## config.mk

```make
export PLATFORM = sky130hd
export DESIGN_NAME = sig_stat
export DESIGN_NICKNAME = d
export VERILOG_FILES = /design/src/verilog/sig_stat.sv
export SDC_FILE = /design/constraint.sdc
export NUM_CORES = 1
export LEC_CHECK = 0
export BUFFER_PORTS_ARGS = -buffer_cell sky130_fd_sc_hd__clkbuf_2
export CORE_MARGIN = 2
export CORE_UTILIZATION = 45
export DETAILED_ROUTE_END_ITERATION = 8
export GPL_ROUTABILITY_DRIVEN = 0
export PLACE_DENSITY = 0.73
export SLEW_MARGIN = 20
export SYNTH_ARGS = -nofsm -noshare
export SYNTH_HDL_FRONTEND = slang
export SYNTH_SLANG_ARGS = --single-unit
```

## constraint.sdc

```tcl
create_clock -name mclk -period 2.6 [get_ports mclk]
set_input_delay 0.13 -clock mclk [delete_from_list [all_inputs] [get_ports mclk]]
set_output_delay 0.13 -clock mclk [all_outputs]
set_load 0.05 [all_outputs]
```

## src/verilog/sig_stat.sv

```systemverilog
`timescale 1ns/1ps
`default_nettype none

module sig_stat #(
    parameter int SIG_W = 8,
    parameter int CNT_W = 32
) (
    input  logic                     mclk,
    input  logic                     clear,
    input  logic                     enable,
    input  logic signed [SIG_W-1:0]  sig,
    input  logic                     sig_valid,
    input  logic [CNT_W-1:0]         limit,
    output logic signed [SIG_W-1:0]  min,
    output logic signed [SIG_W-1:0]  max,
    output logic [CNT_W-1:0]         count
);

    localparam logic signed [SIG_W-1:0] SIG_HI = (1 <<< (SIG_W - 1)) - 1;
    localparam logic signed [SIG_W-1:0] SIG_LO = -(1 <<< (SIG_W - 1));

    logic take;

    assign take = enable && sig_valid && (count < limit);

    always_ff @(posedge mclk) begin
        if (clear) begin
            min   <= SIG_HI;                              // Any sample replaces these.
            max   <= SIG_LO;
            count <= '0;
        end else if (take) begin
            if (sig < min) begin
                min <= sig;
            end
            if (sig > max) begin
                max <= sig;
            end
            count <= count + 1'b1;
        end
    end

    // Capture stops at the limit for as long as it runs.
    a_count_within_limit: assert property (
        @(posedge mclk) disable iff (clear || !enable) count <= limit
    );

endmodule

`default_nettype wire

```

==> results_dict.tcl <==
set metrics [dict create \
    switchingPower_w 0.000435 \
    place_ws_ps -97.1 \
    io-pin-count 92 \
    p_leak_nw 2.10 \
    path_class "reg2reg" \
    final-hold-violation-count 0 \
    grt_pass1_vias 3268 \
    drv_slew 0 \
    arrival_ps 2810 \
    tightest_slew_ps 420 \
    insertion_delay_ps 300 \
    die_w_um 89.2 \
    power.density_nw_per_um2 336 \
    synthCells 406 \
    fill_cells 663 \
    crit_fanout 11 \
    grt.overflow.total 0 \
    ctsRootBufferMaster "clkbuf_8" \
    p_seq_frac 0.508 \
    cts_tree "built" \
    track_usage 0.222 \
    area_growth_pct 34.3 \
    clkTransAtPathRegs_ps 100 \
    worstHoldPathCells 3 \
    dp_hpwl_um 6770 \
    cts.hold.buffers_added 0 \
    die_h_um 89.2 \
    grt_max_degree 37 \
    vias_per_cell 5.44 \
    clock-skew-final_ps 13.9 \
    drive_above_1_share 0.341 \
    io_buffers 91 \
    finish.net_count 626 \
    cts_sinks 48 \
    cts_made_buffers 5 \
    dieArea_sq_um 7960 \
    drt_iter0_drc 99 \
    fin_crit_ps 2580 \
    rsz0062_at_grt "true" \
    syn_area_sq_um 3270 \
    fin_ws_ps 24.2 \
    yosysTopAreaCell "dfxtp_1" \
    synth.distinct_cells 45 \
    max_freq_mhz 388 \
    endpoint_kind "flop" \
    drtPass1Iterations 4 \
    synth_top_cell_area_share 0.294 \
    start_util 0.458 \
    start_kind "flop" \
    drv_cap 0 \
    pwr-share-comb 0.192 \
    cp.required_ps 2840 \
    design_area_sq_um 4390 \
    syn_nets 497 \
    internal_power_w 0.00104 \
    worstRegToRegCells 9 \
    routed-via-count 3452 \
    setup_viol 0 \
    fin_crit_sh 0.991 \
    routed_wl_um 8790 \
    relSlewSlack 0.720 \
    switching_share 0.295 \
    clkPwrFrac 0.300 \
    placed_area_sq_um 4150 \
    n_antenna_cell 0 \
    drc 0 \
    rows 31 \
    status "complete, no violations" \
    htree_levels 2 \
    peakVddDrop_mv 0.261 \
    synth.area.top_cells "dfxtp_1 (29%), ha_1 (18%), a21oi_1 (6.6%)" \
    routedWlPerCell_um 13.8 \
    grt_pass1_wl_um 14000 \
    ant_nets 0 \
    synth.avg_cell_area_sq_um 8.05 \
    antenna_found_initial 0 \
    clockBufferDepth 2 \
    yosysWarnings 0 \
    synth.yosys.seq_area_share 0.294 \
    hold_class "in2reg" \
    core_sq_um 7140 \
    ys_ff_latch 48 \
]
## flip-flops by register name (all words and copies together), names as in the netlist
register  cells
count        32
max           8
min           8
## worst paths after layout
path | from | end | slack (ps)
worst min register to register | min[3] | min[3] | 500
worst max register to register | count[1] | count[29] | 20
worst min-delay path | sig[0] | max[0] | 110
worst max-delay path | count[1] | count[29] | 20
## cell families (layout without fill, tap and decap cells)
kind of cell / after synthesis / after routing / synth area share
AO/OA/AOI/OAI: 110 / 110 / 0.212
XOR/XNOR: 1 / 1 / 0.00268
adder cells (fa/ha/maj): 47 / 47 / 0.180
buffers and inverters: 70 / 200 / 0.0812
flip-flops: 48 / 48 / 0.294
multiplexers: 9 / 9 / 0.0276
AND/OR/NAND/NOR: 121 / 121 / 0.202
## metal layers
layer / vias to the layer above / GRT usage / routed length [um]
met2: 94 / 0.399 / 4400
met3: 12 / 0.0452 / 503
li1: 1748 / - / -
met1: 1598 / 0.263 / 3770
met5: - / 0 / 0
met4: 0 / 0.0719 / 114
## power groups by stage
stage          clock network, W  logic [W]  registers [W]
2_1_floorplan                 0   0.000122       0.000815
3_3_place_gp                  0   0.000258       0.000766
3_5_place_dp                  0   0.000266       0.000767
4_1_cts                0.000454   0.000270       0.000750
5_1_grt                0.000477   0.000314       0.000752
6_report               0.000443   0.000283       0.000750
## placed cells by master, fill, tap and decap left out, types with 3 or more instances in the layout
cell type	n
a21o_1	3
a21oi_1	37
a21oi_2	6
a31oi_1	9
buf_4	39
buf_6	4
clkbuf_2	91
clkbuf_8	5
dfxtp_1	27
dfxtp_2	13
dfxtp_4	8
ha_1	45
inv_1	56
mux2i_1	9
nand2_1	19
nand3_1	10
nand4_1	15
nor2_1	24
nor3_1	8
o211ai_1	3
o21a_1	3
o21ai_0	15
o21ai_1	3
o31ai_1	13
or3_1	13
or4_1	12
## Yosys cell counts, drive strengths merged
cell type,number
mux2i,9
a21o,3
and3,1
clkbuf,11
and4,2
a31o,1
nand4,15
a211o,2
o21bai,1
a211oi,3
o31a,1
o21a,3
o31ai,14
nor3,9
o311ai,1
nor2,24
and2,1
o22ai,1
o2111ai,1
dfxtp,48
buf,2
a2111oi,2
nand3b,1
o211ai,3
nand2b,2
inv,56
or2,3
nand2,19
or4,14
a31oi,9
nor4,2
ha,47
nand3,10
nor2b,2
o41ai,3
xor2,1
or4b,3
or3,13
clkinv,1
a21oi,43
o21ai,19
## critical path, stage by stage, from the launching register on
cell and delay (ps):
dfxtp_4 360, ha_4 210, a2111oi_4 390, o31ai_4 110, a2111oi_4 370, buf_4 190
o21ai_4 80, buf_6 150, or4_1 510, a21oi_1 150
## through the flow
step | std cells | power [W] | util | hold WS (ps) | setup TNS, ps
4_1_cts | 632 | 0.00147 | 0.596 | 101 | 0
2_1_floorplan | 406 | 0.000937 | - | 274 | 0
5_1_grt | 635 | 0.00154 | 0.615 | 121 | -633
3_3_place_gp | 623 | 0.00102 | 0.581 | 408 | -6.55
6_report | 635 | 0.00148 | 0.615 | 110 | 0
3_5_place_dp | 623 | 0.00103 | 0.581 | 413 | -874
## area by class of cell
| class | instances | area, sq um | area share |
|---|---|---|---|
| Multi-Input combinational cell | 288 | 2170 | 0.493 |
| Timing Repair Buffer | 135 | 798 | 0.182 |
| Tap cell | 99 | 124 | 0.0282 |
| Sequential cell | 48 | 1010 | 0.229 |
| Inverter | 57 | 214 | 0.0487 |
| Clock buffer | 7 | 76.3 | 0.0174 |
| Clock inverter | 1 | 5.00 | 0.00114 |
## timing repair
| item | in CTS | in global routing |
|---|---|---|
| resized for setup | 4 | 20 |
| setup buffers | 1 | 2 |
| setup endpoints to repair | 15 | 17 |
| gates cloned | 0 | 1 |
| pin swaps | 2 | 15 |
No activity file was read; power rests on OpenSTA's default activity.
