[src/verilog/mpx_pkg.sv]
`default_nettype none

package mpx_pkg;

    // Datapath widths.
    localparam int SAMPLE_W   = 16;            // Audio and MPX samples.
    localparam int PILOT_W    = 8;             // Pilot table entries.
    localparam int COEF_W     = 16;            // FIR taps, signed Q1.14.
    localparam int COEF_FRAC  = 14;
    localparam int GAIN_W     = 16;            // Pilot gain, unsigned Q8.8.
    localparam int GAIN_FRAC  = 8;
    localparam int PHASE_W    = 32;            // DDS accumulator.
    localparam int TABLE_AW   = 8;             // 256-entry sine table.
    localparam int STAT_W     = 8;             // Upper byte of the output.
    localparam int COEF_IDX_W = 5;             // Up to 32 taps.
    localparam int APB_W      = 32;

    // Source select codes; anything else mutes the chain.
    localparam logic [1:0] SRC_LIVE     = 2'd0;
    localparam logic [1:0] SRC_PLAYBACK = 2'd1;

    // APB register map, byte addresses.
    localparam logic [APB_W-1:0] REG_CTRL   = 32'h00;
    localparam logic [APB_W-1:0] REG_GAIN   = 32'h04;
    localparam logic [APB_W-1:0] REG_STEP   = 32'h08;
    localparam logic [APB_W-1:0] REG_LIMIT  = 32'h0C;
    localparam logic [APB_W-1:0] REG_MINMAX = 32'h10;
    localparam logic [APB_W-1:0] REG_COUNT  = 32'h14;
    localparam logic [APB_W-1:0] REG_COEF   = 32'h18;
    localparam logic [APB_W-1:0] REG_SINE   = 32'h1C;

endpackage

`default_nettype wire
[src/verilog/mpx_regs.sv]
`timescale 1ns/1ps
`default_nettype none

module mpx_regs import mpx_pkg::*; (
    input  logic                         mclk,
    input  logic                         mreset,
    input  logic                         psel,
    input  logic                         penable,
    input  logic [APB_W-1:0]             paddr,
    input  logic                         pwrite,
    input  logic [APB_W-1:0]             pwdata,
    output logic [APB_W-1:0]             prdata,
    output logic                         pready,
    output logic [1:0]                   src_sel,
    output logic [GAIN_W-1:0]            pilot_gain,
    output logic [PHASE_W-1:0]           dds_step,
    output logic                         stat_clear,
    output logic                         stat_enable,
    output logic [APB_W-1:0]             stat_limit,
    output logic                         coef_we,
    output logic [COEF_IDX_W-1:0]        coef_idx,
    output logic signed [COEF_W-1:0]     coef_val,
    output logic                         sine_we,
    output logic [TABLE_AW-1:0]          sine_idx,
    output logic signed [PILOT_W-1:0]    sine_val,
    input  logic signed [STAT_W-1:0]     stat_min,
    input  logic signed [STAT_W-1:0]     stat_max,
    input  logic [APB_W-1:0]             stat_count
);

    logic             wr_acc;
    logic             rd_setup;
    logic [APB_W-1:0] rdata;

    assign wr_acc   = psel && penable && pwrite;   // Write lands at end of access.
    assign rd_setup = psel && !penable && !pwrite; // Read data captured in setup.

    always_comb begin
        case (paddr)
            REG_CTRL:   rdata = {{(APB_W-4){1'b0}}, stat_enable, stat_clear, src_sel};
            REG_GAIN:   rdata = {{(APB_W-GAIN_W){1'b0}}, pilot_gain};
            REG_STEP:   rdata = dds_step;
            REG_LIMIT:  rdata = stat_limit;
            REG_MINMAX: rdata = {{(APB_W-2*STAT_W){1'b0}}, stat_max, stat_min};
            REG_COUNT:  rdata = stat_count;
            default:    rdata = '0;                  // Load ports read as zero.
        endcase
    end

    always_ff @(posedge mclk) begin
        if (mreset) begin
            prdata      <= '0;
            pready      <= 1'b0;
            src_sel     <= SRC_LIVE;
            pilot_gain  <= '0;
            dds_step    <= '0;
            stat_clear  <= 1'b0;
            stat_enable <= 1'b0;
            stat_limit  <= '0;
            coef_we     <= 1'b0;
            coef_idx    <= '0;
            coef_val    <= '0;
            sine_we     <= 1'b0;
            sine_idx    <= '0;
            sine_val    <= '0;
        end else begin
            pready  <= psel && !penable;             // High for every access phase.
            coef_we <= wr_acc && (paddr == REG_COEF);
            sine_we <= wr_acc && (paddr == REG_SINE);
            if (rd_setup) begin
                prdata <= rdata;
            end
            if (wr_acc) begin
                case (paddr)
                    REG_CTRL: begin
                        src_sel     <= pwdata[1:0];
                        stat_clear  <= pwdata[2];
                        stat_enable <= pwdata[3];
                    end
                    REG_GAIN:  pilot_gain <= pwdata[GAIN_W-1:0];
                    REG_STEP:  dds_step   <= pwdata[PHASE_W-1:0];
                    REG_LIMIT: stat_limit <= pwdata;
                    REG_COEF: begin
                        coef_idx <= pwdata[16 +: COEF_IDX_W];
                        coef_val <= pwdata[COEF_W-1:0];
                    end
                    REG_SINE: begin
                        sine_idx <= pwdata[8 +: TABLE_AW];
                        sine_val <= pwdata[PILOT_W-1:0];
                    end
                    default: ;
                endcase
            end
        end
    end

    // APB protocol: the access phase always follows a setup with psel held.
    a_penable_needs_psel: assert property (
        @(posedge mclk) disable iff (mreset) penable |-> psel
    );

endmodule

`default_nettype wire

[config.mk]
export PLATFORM = sky130hd
export DESIGN_NAME = mpx_regs
export DESIGN_NICKNAME = d
export VERILOG_FILES = /design/src/verilog/mpx_pkg.sv /design/src/verilog/mpx_regs.sv
export SDC_FILE = /design/constraint.sdc
export NUM_CORES = 1
export LEC_CHECK = 0
export BUFFER_PORTS_ARGS = -buffer_cell sky130_fd_sc_hd__buf_4
export CORE_MARGIN = 4
export CORE_UTILIZATION = 40
export CTS_CLUSTER_DIAMETER = 50
export DETAILED_ROUTE_END_ITERATION = 10
export GPL_TIMING_DRIVEN = 0
export PLACE_DENSITY = 0.75
export REMOVE_ABC_BUFFERS = 1
export SLEW_MARGIN = 30
export SYNTH_ARGS = -nofsm -noshare
export SYNTH_HDL_FRONTEND = slang
export SYNTH_SLANG_ARGS = --single-unit
[constraint.sdc]
create_clock -name mclk -period 4.4 [get_ports mclk]
set_input_delay 0.22 -clock mclk [delete_from_list [all_inputs] [get_ports mclk]]
set_output_delay 0.22 -clock mclk [all_outputs]
set_load 0.02 [all_outputs]
==> flow_metrics.py <==
metrics = {
    "status": {
        "status": "complete, no violations",
    },
    "clock_network": {
        "cts_buffer_depth": 2,
        "clk_latency_ps": 410,
        "cts_tree": "yes",
        "numClockSinks": 156,
        "clk_pin_slew_ps": 60,
        "cts_resized": 0,
        "ctsHoldBuffers": 0,
        "numCtsBuffers": 17,
        "root_buffer": "clkbuf_16",
        "post_cts_buffers": 0,
        "h-tree-depth": 4,
    },
    "final_layout": {
        "drive_gt1_share_pct": 36.0,
        "fillerInstances": 1435,
        "multi_input_area_um2": 3050,
        "final_area_um2": 9250,
        "nNetsFinal": 1043,
        "diodes": 0,
        "final_common_cell": "buf_4",
        "area_growth_pct": 43.9,
        "ff_latch_area_um2": 3120,
        "mostFrequentLayoutCells": "buf_4, dfxtp_1, o21ai_0, nand3b_1, nand2_1",
    },
    "pwr": {
        "powerDensity_nw_per_um2": 327,
        "peakVddDrop_v": 0.000248,
        "p_leak_nw": 3.86,
    },
    "sta": {
        "period_share_pct": 57.7,
        "drv_slew": 0,
        "setup_viol": 0,
        "slew_headroom_pct": 34.7,
        "hold_viol_final": 0,
        "fin_crit_ps": 2540,
        "rsz0062_at_grt": "false",
        "setup_ws_ps": 1860,
        "fmax_ghz": 0.394,
        "skew_ps": 7.14,
        "whs_ps": 49.7,
        "tightest_slew_ps": 977,
        "setup_tns_ps": 0,
    },
    "logic_synthesis": {
        "yosysSeqAreaShare_pct": 48.6,
        "synth.cell_area_um2": 6420,
        "synth_cells": 683,
        "syn_area_per_cell_um2": 9.41,
        "ys_seq_elements": 156,
        "yosysWarnings": 0,
        "netlist-cell-type-count": 43,
    },
    "floorplan": {
        "dieArea_um2": 18200,
        "core_um2": 15800,
        "io_pins": 273,
        "die_x_um": 135,
        "initial_core_util_pct": 40.6,
        "rows": 46,
        "dieHeight_um": 135,
    },
    "worst_setup_path": {
        "crit_arrival_ps": 2800,
        "worstPathCellList": "buf_4 -> nor4_1 -> and3_1 -> nand3_4 -> buf_12 -> mux2i_1 -> nor2_1",
        "r2r_setup_slack_ps": 3220,
        "worst_path_largest_cell_delay_ps": 870,
        "end_kind": "flip-flop",
        "worst_path_max_delay_cell": "and3_1",
        "start_kind": "primary input",
        "reg2regPathDepth": 3,
        "required_ps": 4670,
        "critical_path_class": "in -> reg",
        "path_max_fanout": 29,
    },
    "drt": {
        "drt-pass1-iter-count": 5,
        "first_iter_violations": 313,
        "drcViolationCount": 0,
        "via_per_inst": 5.44,
        "wl_per_cell_um": 19.3,
        "ant_nets": 0,
        "wirelength_um": 22300,
        "vias": 6264,
    },
    "global_route": {
        "grt_use_total_pct": 23.8,
        "grt_pass1_vias": 6087,
        "overflow": 0,
        "antenna_found_initial": 0,
        "grt_max_degree": 147,
        "grt_first_pass_wirelength_um": 33900,
    },
    "hold_path": {
        "holdPathStages": 3,
        "hold_path_class": "in -> reg",
    },
    "placement": {
        "place_ws_ps": 1480,
        "port_buffers": 272,
        "dp_hpwl_um": 15600,
        "place_area_um2": 8670,
        "place_congestion": 0.832,
    },
    "run": {
        "maxCapViolations": 0,
    },
}
==> state kept, by name, summed over array words and instances, names as in the netlist, 5 cells and up <==
name	cells
dds_step	32
prdata	32
stat_limit	32
coef_val	16
pilot_gain	16
sine_idx	8
sine_val	8
coef_idx	5
==> final timing paths <==
| path | startpoint | to |
|---|---|---|
| worst max-delay path | paddr[5] | dds_step[30] |
| worst min-delay path | pwdata[21] | dds_step[21] |
| worst max register to register | stat_limit[1] | prdata[1] |
| worst min register to register | prdata[19] | prdata[19] |
==> synth_stat cells, drive strengths merged <==
cell,instances,area share [%]
clkbuf,45,2.6
and2,1,0.097
nand4,4,0.39
o2bb2ai,17,2.3
and4,1,0.16
or4bb,1,0.18
nor4b,1,0.14
nand3,4,0.31
nor3b,1,0.12
and3,4,0.39
nor2b,2,0.19
nor2,33,2.0
or2b,1,0.14
o21ai,130,10
a2bb2oi,1,0.14
nand2,37,2.2
dlygate4sd1,2,0.27
o31ai,1,0.12
mux2i,28,4.4
dfxtp,156,49
a21oi,17,1.3
or4b,2,0.37
a22o,16,2.3
a221oi,12,1.6
nand3b,99,12
or4,1,0.12
or3,1,0.097
buf,14,1.8
or2,1,0.097
nand2b,21,2.0
nor4,11,1.5
a22oi,15,1.8
mux2,1,0.18
nand4b,1,0.14
mux4,1,0.35
==> report_power, final <==
group	total, W	internal (W)	switching, W	leakage, nW
combinational	0.000174	0.0000972	0.0000772	2.32
clock	0.00143	0.000887	0.000547	0.281
sequential	0.00141	0.00141	0.000000134	1.26
total	0.00302	0.00240	0.000624	3.86
==> per-stage QoR <==
stage	util, %	std cells	power, W
4_1_cts	58.4	1152	0.00306
2_1_floorplan	-	622	0.00149
5_1_grt	58.4	1152	0.00313
6_report	58.4	1152	0.00302
3_3_place_gp	53.3	1110	0.00161
3_5_place_dp	54.8	1123	0.00162
==> metal layers <==
| layer | global-route usage [%] | routed length [um] | vias to the layer above |
|---|---|---|---|
| met5 | 0 | 0 | - |
| met4 | 8.65 | 548 | 0 |
| met3 | 7.41 | 1760 | 36 |
| met2 | 39.4 | 10600 | 255 |
| met1 | 29.1 | 9390 | 2994 |
| li1 | - | - | 2979 |
==> worst max-delay path: cells and delay by family <==
| family | cells | cell delay [ps] |
|---|---|---|
| muxes | 1 | 170 |
| buffers and inverters | 2 | 440 |
| and+or+nand+nor | 4 | 1960 |
==> cell families after synthesis <==
kind of cell,count (synthesis),share of synthesized area (%)
buffers and inverters,61,4.67
flip-flops,156,48.6
AND/OR/NAND/NOR,227,22.1
multiplexers,30,4.89
AO/OA/AOI/OAI,209,19.7
==> final cells by class <==
class                           count  area share [%]
Timing Repair Buffer              285            24.1
Clock buffer                       23            5.28
Clock inverter                      6           0.934
Sequential cell                   156            33.8
Tap cell                          216            2.92
Multi-Input combinational cell    466            33.0
No activity file was read; power rests on OpenSTA's default activity.
