===== src/verilog/mpx_pkg.sv =====
`default_nettype none

package mpx_pkg;

    // Datapath widths.
    localparam int SAMPLE_W   = 16;            // Audio and MPX samples.
    localparam int PILOT_W    = 8;             // Pilot table entries.
    localparam int COEF_W     = 16;            // FIR taps, signed Q1.14.
    localparam int COEF_FRAC  = 14;
    localparam int GAIN_W     = 16;            // Pilot gain, unsigned Q8.8.
    localparam int GAIN_FRAC  = 8;
    localparam int PHASE_W    = 32;            // DDS accumulator.
    localparam int TABLE_AW   = 8;             // 256-entry sine table.
    localparam int STAT_W     = 8;             // Upper byte of the output.
    localparam int COEF_IDX_W = 5;             // Up to 32 taps.
    localparam int APB_W      = 32;

    // Source select codes; anything else mutes the chain.
    localparam logic [1:0] SRC_LIVE     = 2'd0;
    localparam logic [1:0] SRC_PLAYBACK = 2'd1;

    // APB register map, byte addresses.
    localparam logic [APB_W-1:0] REG_CTRL   = 32'h00;
    localparam logic [APB_W-1:0] REG_GAIN   = 32'h04;
    localparam logic [APB_W-1:0] REG_STEP   = 32'h08;
    localparam logic [APB_W-1:0] REG_LIMIT  = 32'h0C;
    localparam logic [APB_W-1:0] REG_MINMAX = 32'h10;
    localparam logic [APB_W-1:0] REG_COUNT  = 32'h14;
    localparam logic [APB_W-1:0] REG_COEF   = 32'h18;
    localparam logic [APB_W-1:0] REG_SINE   = 32'h1C;

endpackage

`default_nettype wire

===== src/verilog/pilot_scaler.sv =====
`timescale 1ns/1ps
`default_nettype none

module pilot_scaler import mpx_pkg::*; #(
    parameter int IN_W   = PILOT_W,
    parameter int GAIN_W = 16,
    parameter int OUT_W  = SAMPLE_W,
    parameter int FRAC   = GAIN_FRAC
) (
    input  logic                     mclk,
    input  logic signed [IN_W-1:0]   pilot,
    input  logic [GAIN_W-1:0]        gain,
    output logic signed [OUT_W-1:0]  scaled
);

    localparam int PROD_W = IN_W + GAIN_W + 1;          // Gain gets a zero sign bit.
    localparam logic signed [PROD_W-1:0] OUT_HI = (1 <<< (OUT_W - 1)) - 1;
    localparam logic signed [PROD_W-1:0] OUT_LO = -(1 <<< (OUT_W - 1));

    logic signed [PROD_W-1:0] prod;
    logic signed [PROD_W-1:0] prod_sh;

    assign prod    = pilot * $signed({1'b0, gain});
    assign prod_sh = prod >>> FRAC;

    always_ff @(posedge mclk) begin
        if (prod_sh > OUT_HI) begin
            scaled <= OUT_HI[OUT_W-1:0];
        end else if (prod_sh < OUT_LO) begin
            scaled <= OUT_LO[OUT_W-1:0];
        end else begin
            scaled <= prod_sh[OUT_W-1:0];
        end
    end

endmodule

`default_nettype wire


===== config.mk =====
export PLATFORM = sky130hd
export DESIGN_NAME = pilot_scaler
export DESIGN_NICKNAME = d
export VERILOG_FILES = /design/src/verilog/mpx_pkg.sv /design/src/verilog/pilot_scaler.sv
export SDC_FILE = /design/constraint.sdc
export NUM_CORES = 1
export LEC_CHECK = 0
export BUFFER_PORTS_ARGS = -buffer_cell sky130_fd_sc_hd__buf_4
export CAP_MARGIN = 10
export CORE_MARGIN = 2
export CORE_UTILIZATION = 55
export DETAILED_ROUTE_END_ITERATION = 6
export PLACE_DENSITY = 0.75
export REMOVE_ABC_BUFFERS = 1
export SYNTH_ARGS = -nofsm -noshare
export SYNTH_HDL_FRONTEND = slang
export SYNTH_SLANG_ARGS = --single-unit

===== constraint.sdc =====
create_clock -name mclk -period 6.8 [get_ports mclk]
set_clock_uncertainty 0.1 [all_clocks]
set_input_delay 1.36 -clock mclk [delete_from_list [all_inputs] [get_ports mclk]]
set_output_delay 1.36 -clock mclk [all_outputs]
set_load 0.05 [all_outputs]

==> results of run 1 <==
placed cells by master (no fill, tap or decap), types with 2 or more instances in the layout:
| cell | Yosys | routed |
|---|---|---|
| sky130_fd_sc_hd__or3_1 | 2 | 2 |
| sky130_fd_sc_hd__o22ai_2 | 2 | 2 |
| sky130_fd_sc_hd__o21ai_0 | 8 | 8 |
| sky130_fd_sc_hd__nand2b_1 | 4 | 4 |
| sky130_fd_sc_hd__o21bai_1 | 2 | 2 |
| sky130_fd_sc_hd__o31ai_1 | 3 | 3 |
| sky130_fd_sc_hd__nand3_1 | 4 | 4 |
| sky130_fd_sc_hd__a21oi_1 | 19 | 19 |
| sky130_fd_sc_hd__xor2_1 | 6 | 6 |
| sky130_fd_sc_hd__nor3_1 | 4 | 4 |
| sky130_fd_sc_hd__fa_1 | 83 | 83 |
| sky130_fd_sc_hd__and3_1 | 4 | 4 |
| sky130_fd_sc_hd__maj3_1 | 6 | 6 |
| sky130_fd_sc_hd__dfxtp_1 | 16 | 16 |
| sky130_fd_sc_hd__a21o_1 | 5 | 5 |
| sky130_fd_sc_hd__o21a_1 | 2 | 2 |
| sky130_fd_sc_hd__clkbuf_8 | 0 | 3 |
| sky130_fd_sc_hd__maj3_2 | 9 | 9 |
| sky130_fd_sc_hd__nor4_1 | 2 | 2 |
| sky130_fd_sc_hd__ha_1 | 57 | 57 |
| sky130_fd_sc_hd__nand2_1 | 36 | 36 |
| sky130_fd_sc_hd__nand4_1 | 5 | 5 |
| sky130_fd_sc_hd__buf_4 | 4 | 41 |
| sky130_fd_sc_hd__a21oi_2 | 4 | 4 |
| sky130_fd_sc_hd__inv_1 | 131 | 131 |
| sky130_fd_sc_hd__xnor2_1 | 9 | 9 |
| sky130_fd_sc_hd__nor2_1 | 27 | 27 |
| sky130_fd_sc_hd__and2_1 | 89 | 89 |
Yosys cell counts (2+ instances only):
cell type / n
sky130_fd_sc_hd__nand2b_1: 4
sky130_fd_sc_hd__nor2_1: 27
sky130_fd_sc_hd__a21o_1: 5
sky130_fd_sc_hd__o22ai_2: 2
sky130_fd_sc_hd__a21oi_2: 4
sky130_fd_sc_hd__nor3_1: 4
sky130_fd_sc_hd__xnor2_1: 9
sky130_fd_sc_hd__nand4_1: 5
sky130_fd_sc_hd__fa_1: 83
sky130_fd_sc_hd__o21ai_0: 8
sky130_fd_sc_hd__o31ai_1: 3
sky130_fd_sc_hd__and3_1: 4
sky130_fd_sc_hd__a21oi_1: 19
sky130_fd_sc_hd__inv_1: 131
sky130_fd_sc_hd__or3_1: 2
sky130_fd_sc_hd__buf_4: 4
sky130_fd_sc_hd__clkbuf_1: 7
sky130_fd_sc_hd__buf_2: 2
sky130_fd_sc_hd__nand2_1: 36
sky130_fd_sc_hd__and2_1: 89
sky130_fd_sc_hd__ha_1: 57
sky130_fd_sc_hd__o21bai_1: 2
sky130_fd_sc_hd__maj3_2: 9
sky130_fd_sc_hd__nor4_1: 2
sky130_fd_sc_hd__maj3_1: 6
sky130_fd_sc_hd__xor2_1: 6
sky130_fd_sc_hd__buf_6: 3
sky130_fd_sc_hd__o21a_1: 2
sky130_fd_sc_hd__nand3_1: 4
sky130_fd_sc_hd__dfxtp_1: 16
tightest hold or removal path, cell delays in order:
cell                      delay [ns]
sky130_fd_sc_hd__buf_4          0.11
sky130_fd_sc_hd__ha_1           0.17
sky130_fd_sc_hd__xnor2_1        0.16
sky130_fd_sc_hd__xnor2_4        0.28
sky130_fd_sc_hd__inv_1          0.08
layout make-up:
| cell class | instances | area, um2 |
|---|---|---|
| Multi-Input combinational cell | 408 | 4070 |
| Inverter | 131 | 492 |
| Sequential cell | 16 | 320 |
| Fill cell | 774 | 3390 |
| Tap cell | 108 | 135 |
| Timing Repair Buffer | 41 | 308 |
| Clock buffer | 3 | 41.3 |
what timing repair did:
action	in CTS	in global routing
setup endpoints to repair	0	16
gates resized for setup	0	2
buffers inserted	0	0
power by group through the flow:
stage                     clock (mW)  combinational, mW  sequential (mW)
after floorplan                    0               1.27            0.334
after global placement             0               1.82            0.164
after detailed placement           0               1.85            0.165
after CTS                     0.0692               1.86            0.164
after global routing          0.0725               2.09            0.169
final                         0.0674               1.85            0.163
stage by stage:
stage / cell area [um2] / std cells / total power [mW] / setup TNS, ns / utilization [%]
CTS: 5350 / 707 / 2.10 / 0 / 61.0
global route: 5370 / 707 / 2.33 / 0 / 61.3
floorplan: 4860 / 555 / 1.60 / 0 / -
global placement: 5310 / 704 / 1.98 / 0 / 60.6
finish: 5370 / 707 / 2.08 / 0 / 61.3
detailed placement: 5310 / 704 / 2.02 / -0.0197 / 60.6
layer usage:
layer,vias to the layer above,GRT usage (%),wire length [um]
li1,1801,-,-
met1,1876,27.5,4190
met2,85,46.6,5730
met3,19,1.62,273
met4,0,5.48,213
met5,-,0,0
logic make-up (layout without fill, tap and decap cells):
logic type                 count (synthesis)  in the layout  synth area share (%)
xor gates and xnor gates                  17             17                  3.29
buffers and inverters                    149            175                  12.3
adders and majority gates                155            155                  50.9
AOI/OAI and AO/OA                         56             56                  7.84
DFF                                       16             16                  6.43
and+or+nand+nor                          180            180                  19.3
worst min-delay path by stage:
stage / startpoint / endpoint / slack (ns) / cells after the start
after floorplan: scaled[0] / scaled[0] / 1.70 / 0
after global placement: scaled[12] / scaled[12] / 1.71 / 1
after detailed placement: scaled[11] / scaled[11] / 1.71 / 1
after CTS: pilot[7] / scaled[15] / 1.90 / 5
after global routing: pilot[7] / scaled[15] / 1.91 / 5
final: pilot[7] / scaled[15] / 1.86 / 5
==> results.md, run 1 <==
| Parameter | This run | Unit |
|---|---|---|
| Count of boundary I/O pins | 41 | - |
| Biggest regs | scaled: 16 flops | - |
| Worst ir drop on vdd | 0.194 | mV |
| Number of flops mapped to enable cells by yosys | 0 | - |
| Summed instance area of the synthesized netlist | 0.00498 | mm2 |
| CTS H-tree lvls | 1 | - |
| Peak fanout along the critical path | 16 | - |
| Number of placement rows | 34 | - |
| Switching fraction of total power | 55.8 | % |
| Proportion of power drawn by combinational gates | 88.9 | % |
| Number of antenna violations at the first check in global routing | 0 | - |
| Starting density of the core | 56.9 | % |
| Iteration-0 DRC Markers | 99 | - |
| Setup WS pre-CTS | -0.00953 | ns |
| DP Wirelength | 8820 | um |
| Outcome | completed | - |
| Proportion of register bits with asynchronous set or reset after synthesis | 0 | % |
| Clock Sink Count | 16 | - |
| Worst max-slew margin expressed relative to the limit | 64.6 | % |
| Average routed wire per standard cell | 14.7 | um |
| Die area | 0.00984 | mm2 |
| Post-DRT Antenna Nets | 0 | - |
| CP endpoint kind | register | - |
| Clock buffer count from CTS | 3 | - |
| Total routing usage reported by global routing | 23.5 | % |
| Via count of the first global-routing pass | 4238 | - |
| Critical Path Slowest Stage Cell | sky130_fd_sc_hd__fa_1 | - |
| Drt drc | 0 | - |
| Clock root buffer | sky130_fd_sc_hd__clkbuf_8 | - |
| Worst-case clock buffer depth | 2 | - |
| Largest area contributor in the synthesized netlist | sky130_fd_sc_hd__fa_1 | - |
| Count of final hold-check violations | 0 | - |
| Worst Tran Pin Value | 0.518 | ns |
| Worst path cell trace | buf_4, inv_1, nor2_1, fa_1, inv_1, fa_1, inv_1, fa_1, inv_1, fa_1, inv_1, ha_1, a21oi_1, o21ai_0, nor2_1, nor3_1, o22ai_2, xnor2_4, maj3_1 | - |
| Routed vias/inst | 5.35 | - |
| Peak per-stage delay on the critical path | 0.55 | ns |
| Worst Hold Margin | 1.86 | ns |
| Chip Height | 99.2 | um |
| Crit. Startpoint | pilot[7] | - |
| Seq pwr share | 7.8 | % |
| Flip-flop cell with the highest count after synthesis | sky130_fd_sc_hd__dfxtp_1 | - |
| Areal power density over the cells | 388 | mW/mm2 |
| Final critical-path required period | 6.33 | ns |
| Horizontal die dimension | 99.2 | um |
| Slack of the critical path | 0.471 | ns |
| Reg with most FFs | scaled | - |
| Antenna diode instance count | 0 | - |
| Wire length of the first global-routing pass | 18900 | um |
| Number of warnings reported in the yosys synthesis log | 0 | - |
| Largest net degree at the start of global routing | 17 | - |
| Nets | 766 | - |
| Ranking of synthesized cells by area | sky130_fd_sc_hd__fa_1 (33%), sky130_fd_sc_hd__ha_1 (14%), sky130_fd_sc_hd__and2_1 (11%) | - |
| Sequential element share of the synthesized area | 6.43 | % |
| Setup violations, final | 0 | - |
| Buffers on Ports | 40 | - |
| Setup repair after global routing missed its margin | no | - |
| Final wirelength | 10400 | um |
| Hold crit path type | in2reg | - |
| Area inside the core boundary | 0.00876 | mm2 |
| Layout cells sized above 1 | 11.0 | % |
| Peak Freq | 158 | MHz |
| Final worst path period share | 93.1 | % |
| Via count of the routed design | 3781 | - |
| Net Switching | 1.16 | mW |
| 1st-pass router iterations | 4 | - |
| Sum of overflow across all layers after global routing | 0 | - |
| Post-synthesis sequential element count | 16 | - |
| Mean area per synthesized cell | 8.70 | um2 |
| Buf/Inv on CP | 6 | - |
| Max-slew violation count | 0 | - |
| Most repeated library cell on the critical path | sky130_fd_sc_hd__inv_1 | - |
| Area overhead of the layout relative to synthesis | 7.79 | % |
| Post-synthesis cell type count | 48 | - |
| Cell family with most CP delay | adder cells | - |
| Crit Path Category | in2reg | - |
| Hold buffer count at cts | 0 | - |
| Crit. path cell count | 19 | - |
| Max reg flops | 16 | - |
| TritonCTS clock tree | yes | - |
| Maxcap violations | 0 | - |
| Synth Instances | 573 | - |
| Capturing element of the worst setup path | scaled[12] | - |
| Routability-driven placement congestion ratio | 0.868 | - |
| Clock transition at the register clock pins on the worst setup and hold paths after CTS | 0.06 | ns |
| Internal Dissipation | 921 | uW |
| Startpoint type of the worst setup path | input port | - |
| Crit path DAT | 6.35 | ns |
| Pleak | 2.77 | nW |
| Required time at the worst-slack endpoint | 6.82 | ns |
| Fraction of synthesized cell area taken by the top area cell type | 33.4 | % |
| Clk network pwr share | 3.2 | % |
(Power assumes the default switching activity.)
==> inputs of run 2 (changes only) <==
Settings changed: CORE_ASPECT_RATIO set to 1.1, MAX_ROUTING_LAYER set to met4.
==> run 2 against run 1 <==
  * Sequential power about the same
  * Sequential cell count unchanged
  * Sequential share of layout area about the same
  * Design area up 0.40%
  * Via count down 0.21%
  * Die area about the same
  * Final cell count up 0.99%
  * Wire length up 1.8%
  * Setup slack worse by 0.021 ns
  * Global-route usage up 0.52 points
  * Critical path depth down 1
  * Core utilization down 0.21 points
==> results.md, run 2 (synthesis gave the netlist of run 1 again) <==
| Parameter | This run | Unit |
|---|---|---|
| Setup WS pre-CTS | -0.0183 | ns |
| Area overhead of the layout relative to synthesis | 8.21 | % |
| Cell family with most CP delay | adder cells | - |
| Crit path DAT | 6.45 | ns |
| Maxcap violations | 0 | - |
| Sum of negative setup slack | 0 | ns |
| Sum of overflow across all layers after global routing | 0 | - |
| Number of placement rows | 36 | - |
| Peak per-stage delay on the critical path | 0.56 | ns |
| Biggest regs | scaled: 16 flops | - |
| Post-DRT Antenna Nets | 0 | - |
| Crit Path Category | in2reg | - |
| Outcome | completed | - |
| Drt drc | 0 | - |
| Required time at the worst-slack endpoint | 6.90 | ns |
| Startpoint of the tightest hold check path | pilot[7] | - |
| Via count of the first global-routing pass | 4128 | - |
| Peak fanout along the critical path | 15 | - |
| Setup fix buffers added after clock tree synthesis | 0 | - |
| Final worst path period share | 93.4 | % |
| Iteration-0 DRC Markers | 131 | - |
| Worst-case clock buffer depth | 2 | - |
| Final design utilization | 61.1 | % |
| Starting density of the core | 56.4 | % |
| Worst ir drop on vdd | 0.195 | mV |
| Layout cells sized above 1 | 11.2 | % |
| Areal power density over the cells | 392 | mW/mm2 |
| Total routing usage reported by global routing | 24.1 | % |
| Count of boundary I/O pins | 41 | - |
| CP endpoint kind | register | - |
| Chip Height | 104 | um |
| Number of antenna violations at the first check in global routing | 0 | - |
| Buf/Inv on CP | 6 | - |
| Reg with most FFs | scaled | - |
| Count of final hold-check violations | 0 | - |
| Horizontal die dimension | 94.7 | um |
| Worst hold stages | 5 | - |
| Peak Freq | 157 | MHz |
| Final critical-path required period | 6.35 | ns |
| Hold crit path type | in2reg | - |
| DP Wirelength | 8880 | um |
| Worst Hold Endpoint | scaled[15] | - |
| Number of fill cells | 801 | - |
| Final wirelength | 10600 | um |
| 1st-pass router iterations | 4 | - |
| Critical Path Slowest Stage Cell | sky130_fd_sc_hd__fa_1 | - |
| TritonCTS clock tree | yes | - |
| Worst max-slew margin expressed relative to the limit | 62.9 | % |
| Slack of the critical path | 0.450 | ns |
| Highest-count cells in the layout ignoring fill and taps | sky130_fd_sc_hd__inv_1 (131), sky130_fd_sc_hd__and2_1 (89), sky130_fd_sc_hd__fa_1 (83) | - |
| Setup violations, final | 0 | - |
| Via count of the routed design | 3773 | - |
| Average routed wire per standard cell | 14.8 | um |
| Commonest non-fill, non-tap cell in the layout | sky130_fd_sc_hd__inv_1 | - |
| Nets | 766 | - |
| Clock root buffer | sky130_fd_sc_hd__clkbuf_8 | - |
| Buffers on Ports | 40 | - |
| Routability-driven placement congestion ratio | 0.927 | - |
| Worst path cell trace | buf_4, inv_1, nor2_1, fa_1, inv_1, fa_1, inv_1, fa_1, inv_1, fa_1, inv_1, ha_1, nand2_1, o21ai_0, a2111oi_0, a21oi_2, xor2_4, maj3_2 | - |
| Antenna diode instance count | 0 | - |
| Most repeated library cell on the critical path | sky130_fd_sc_hd__inv_1 | - |
| Wire length of the first global-routing pass | 18500 | um |
| Max-slew violation count | 0 | - |
| Worst Hold Margin | 1.86 | ns |
| Startpoint type of the worst setup path | input port | - |
| Pleak | 2.77 | nW |
| Die area | 0.00984 | mm2 |
| Max reg flops | 16 | - |
| Worst Tran Pin Value | 0.542 | ns |
| Clock buffer count from CTS | 3 | - |
| CTS H-tree lvls | 1 | - |
| Clock Sink Count | 16 | - |
| Setup repair after global routing missed its margin | no | - |
| Clock transition at the register clock pins on the worst setup and hold paths after CTS | 0.06 | ns |
| Routed vias/inst | 5.28 | - |
| Largest net degree at the start of global routing | 17 | - |
| Area inside the core boundary | 0.00883 | mm2 |
run 2: cell count changes in the layout (fill, tap and decap cells not counted):
| cell | delta |
|---|---|
| sky130_fd_sc_hd__clkbuf_8 | +1 |
run 2: per-layer routing:
| layer | track usage (%) | vias to the layer above | routed length, um | share of wire (%) |
|---|---|---|---|---|
| met3 | 1.89 | 23 | 279 | 2.6 |
| met4 | 6.00 | 0 | 259 | 2.4 |
| met1 | 26.9 | 1871 | 4080 | 38 |
| met2 | 45.3 | 73 | 5990 | 56 |
| met5 | - | - | 0 | 0 |
| li1 | - | 1806 | - | - |
run 2: how the worst max path moves through the flow:
| stage | startpoint | endpoint | slack, ns | cells past startpoint |
|---|---|---|---|---|
| floorplan | pilot[7] | scaled[6] | 0.69 | 16 |
| global placement | pilot[7] | scaled[6] | 0.21 | 17 |
| detailed placement | pilot[7] | scaled[3] | -0.02 | 19 |
| CTS | pilot[7] | scaled[3] | 0.26 | 19 |
| global route | pilot[7] | scaled[6] | 0.10 | 18 |
| finish | pilot[7] | scaled[6] | 0.45 | 18 |
run 2: power by group:
group | switching, mW | internal, mW | total (mW)
sequential | 0.0132 | 0.150 | 0.163
combinational | 1.13 | 0.733 | 1.86
clock | 0.0320 | 0.0514 | 0.0834
run 2: layout make-up:
class / instances / area (um2) / area share, %
multi-input cells: 408 / 4070 / 75.6
inverters: 131 / 492 / 9.12
flip-flops and latches: 16 / 320 / 5.94
repair buffers: 41 / 308 / 5.71
well taps: 114 / 143 / 2.65
clock buffers: 4 / 55.1 / 1.02
run 2: repair_timing:
item,4_1_cts,5_1_grt
hold endpoints to repair,0,0
endpoints found under the setup margin,0,16
gates resized for setup,0,2
hold buffers,0,0
run 2: metrics by stage:
stage / std cells / total power, mW / instance area (um2)
final: 714 / 2.11 / 5390
after detailed placement: 710 / 2.02 / 5310
after CTS: 714 / 2.12 / 5370
after floorplan: 555 / 1.60 / 4860
after global routing: 714 / 2.35 / 5390
after global placement: 710 / 1.99 / 5310
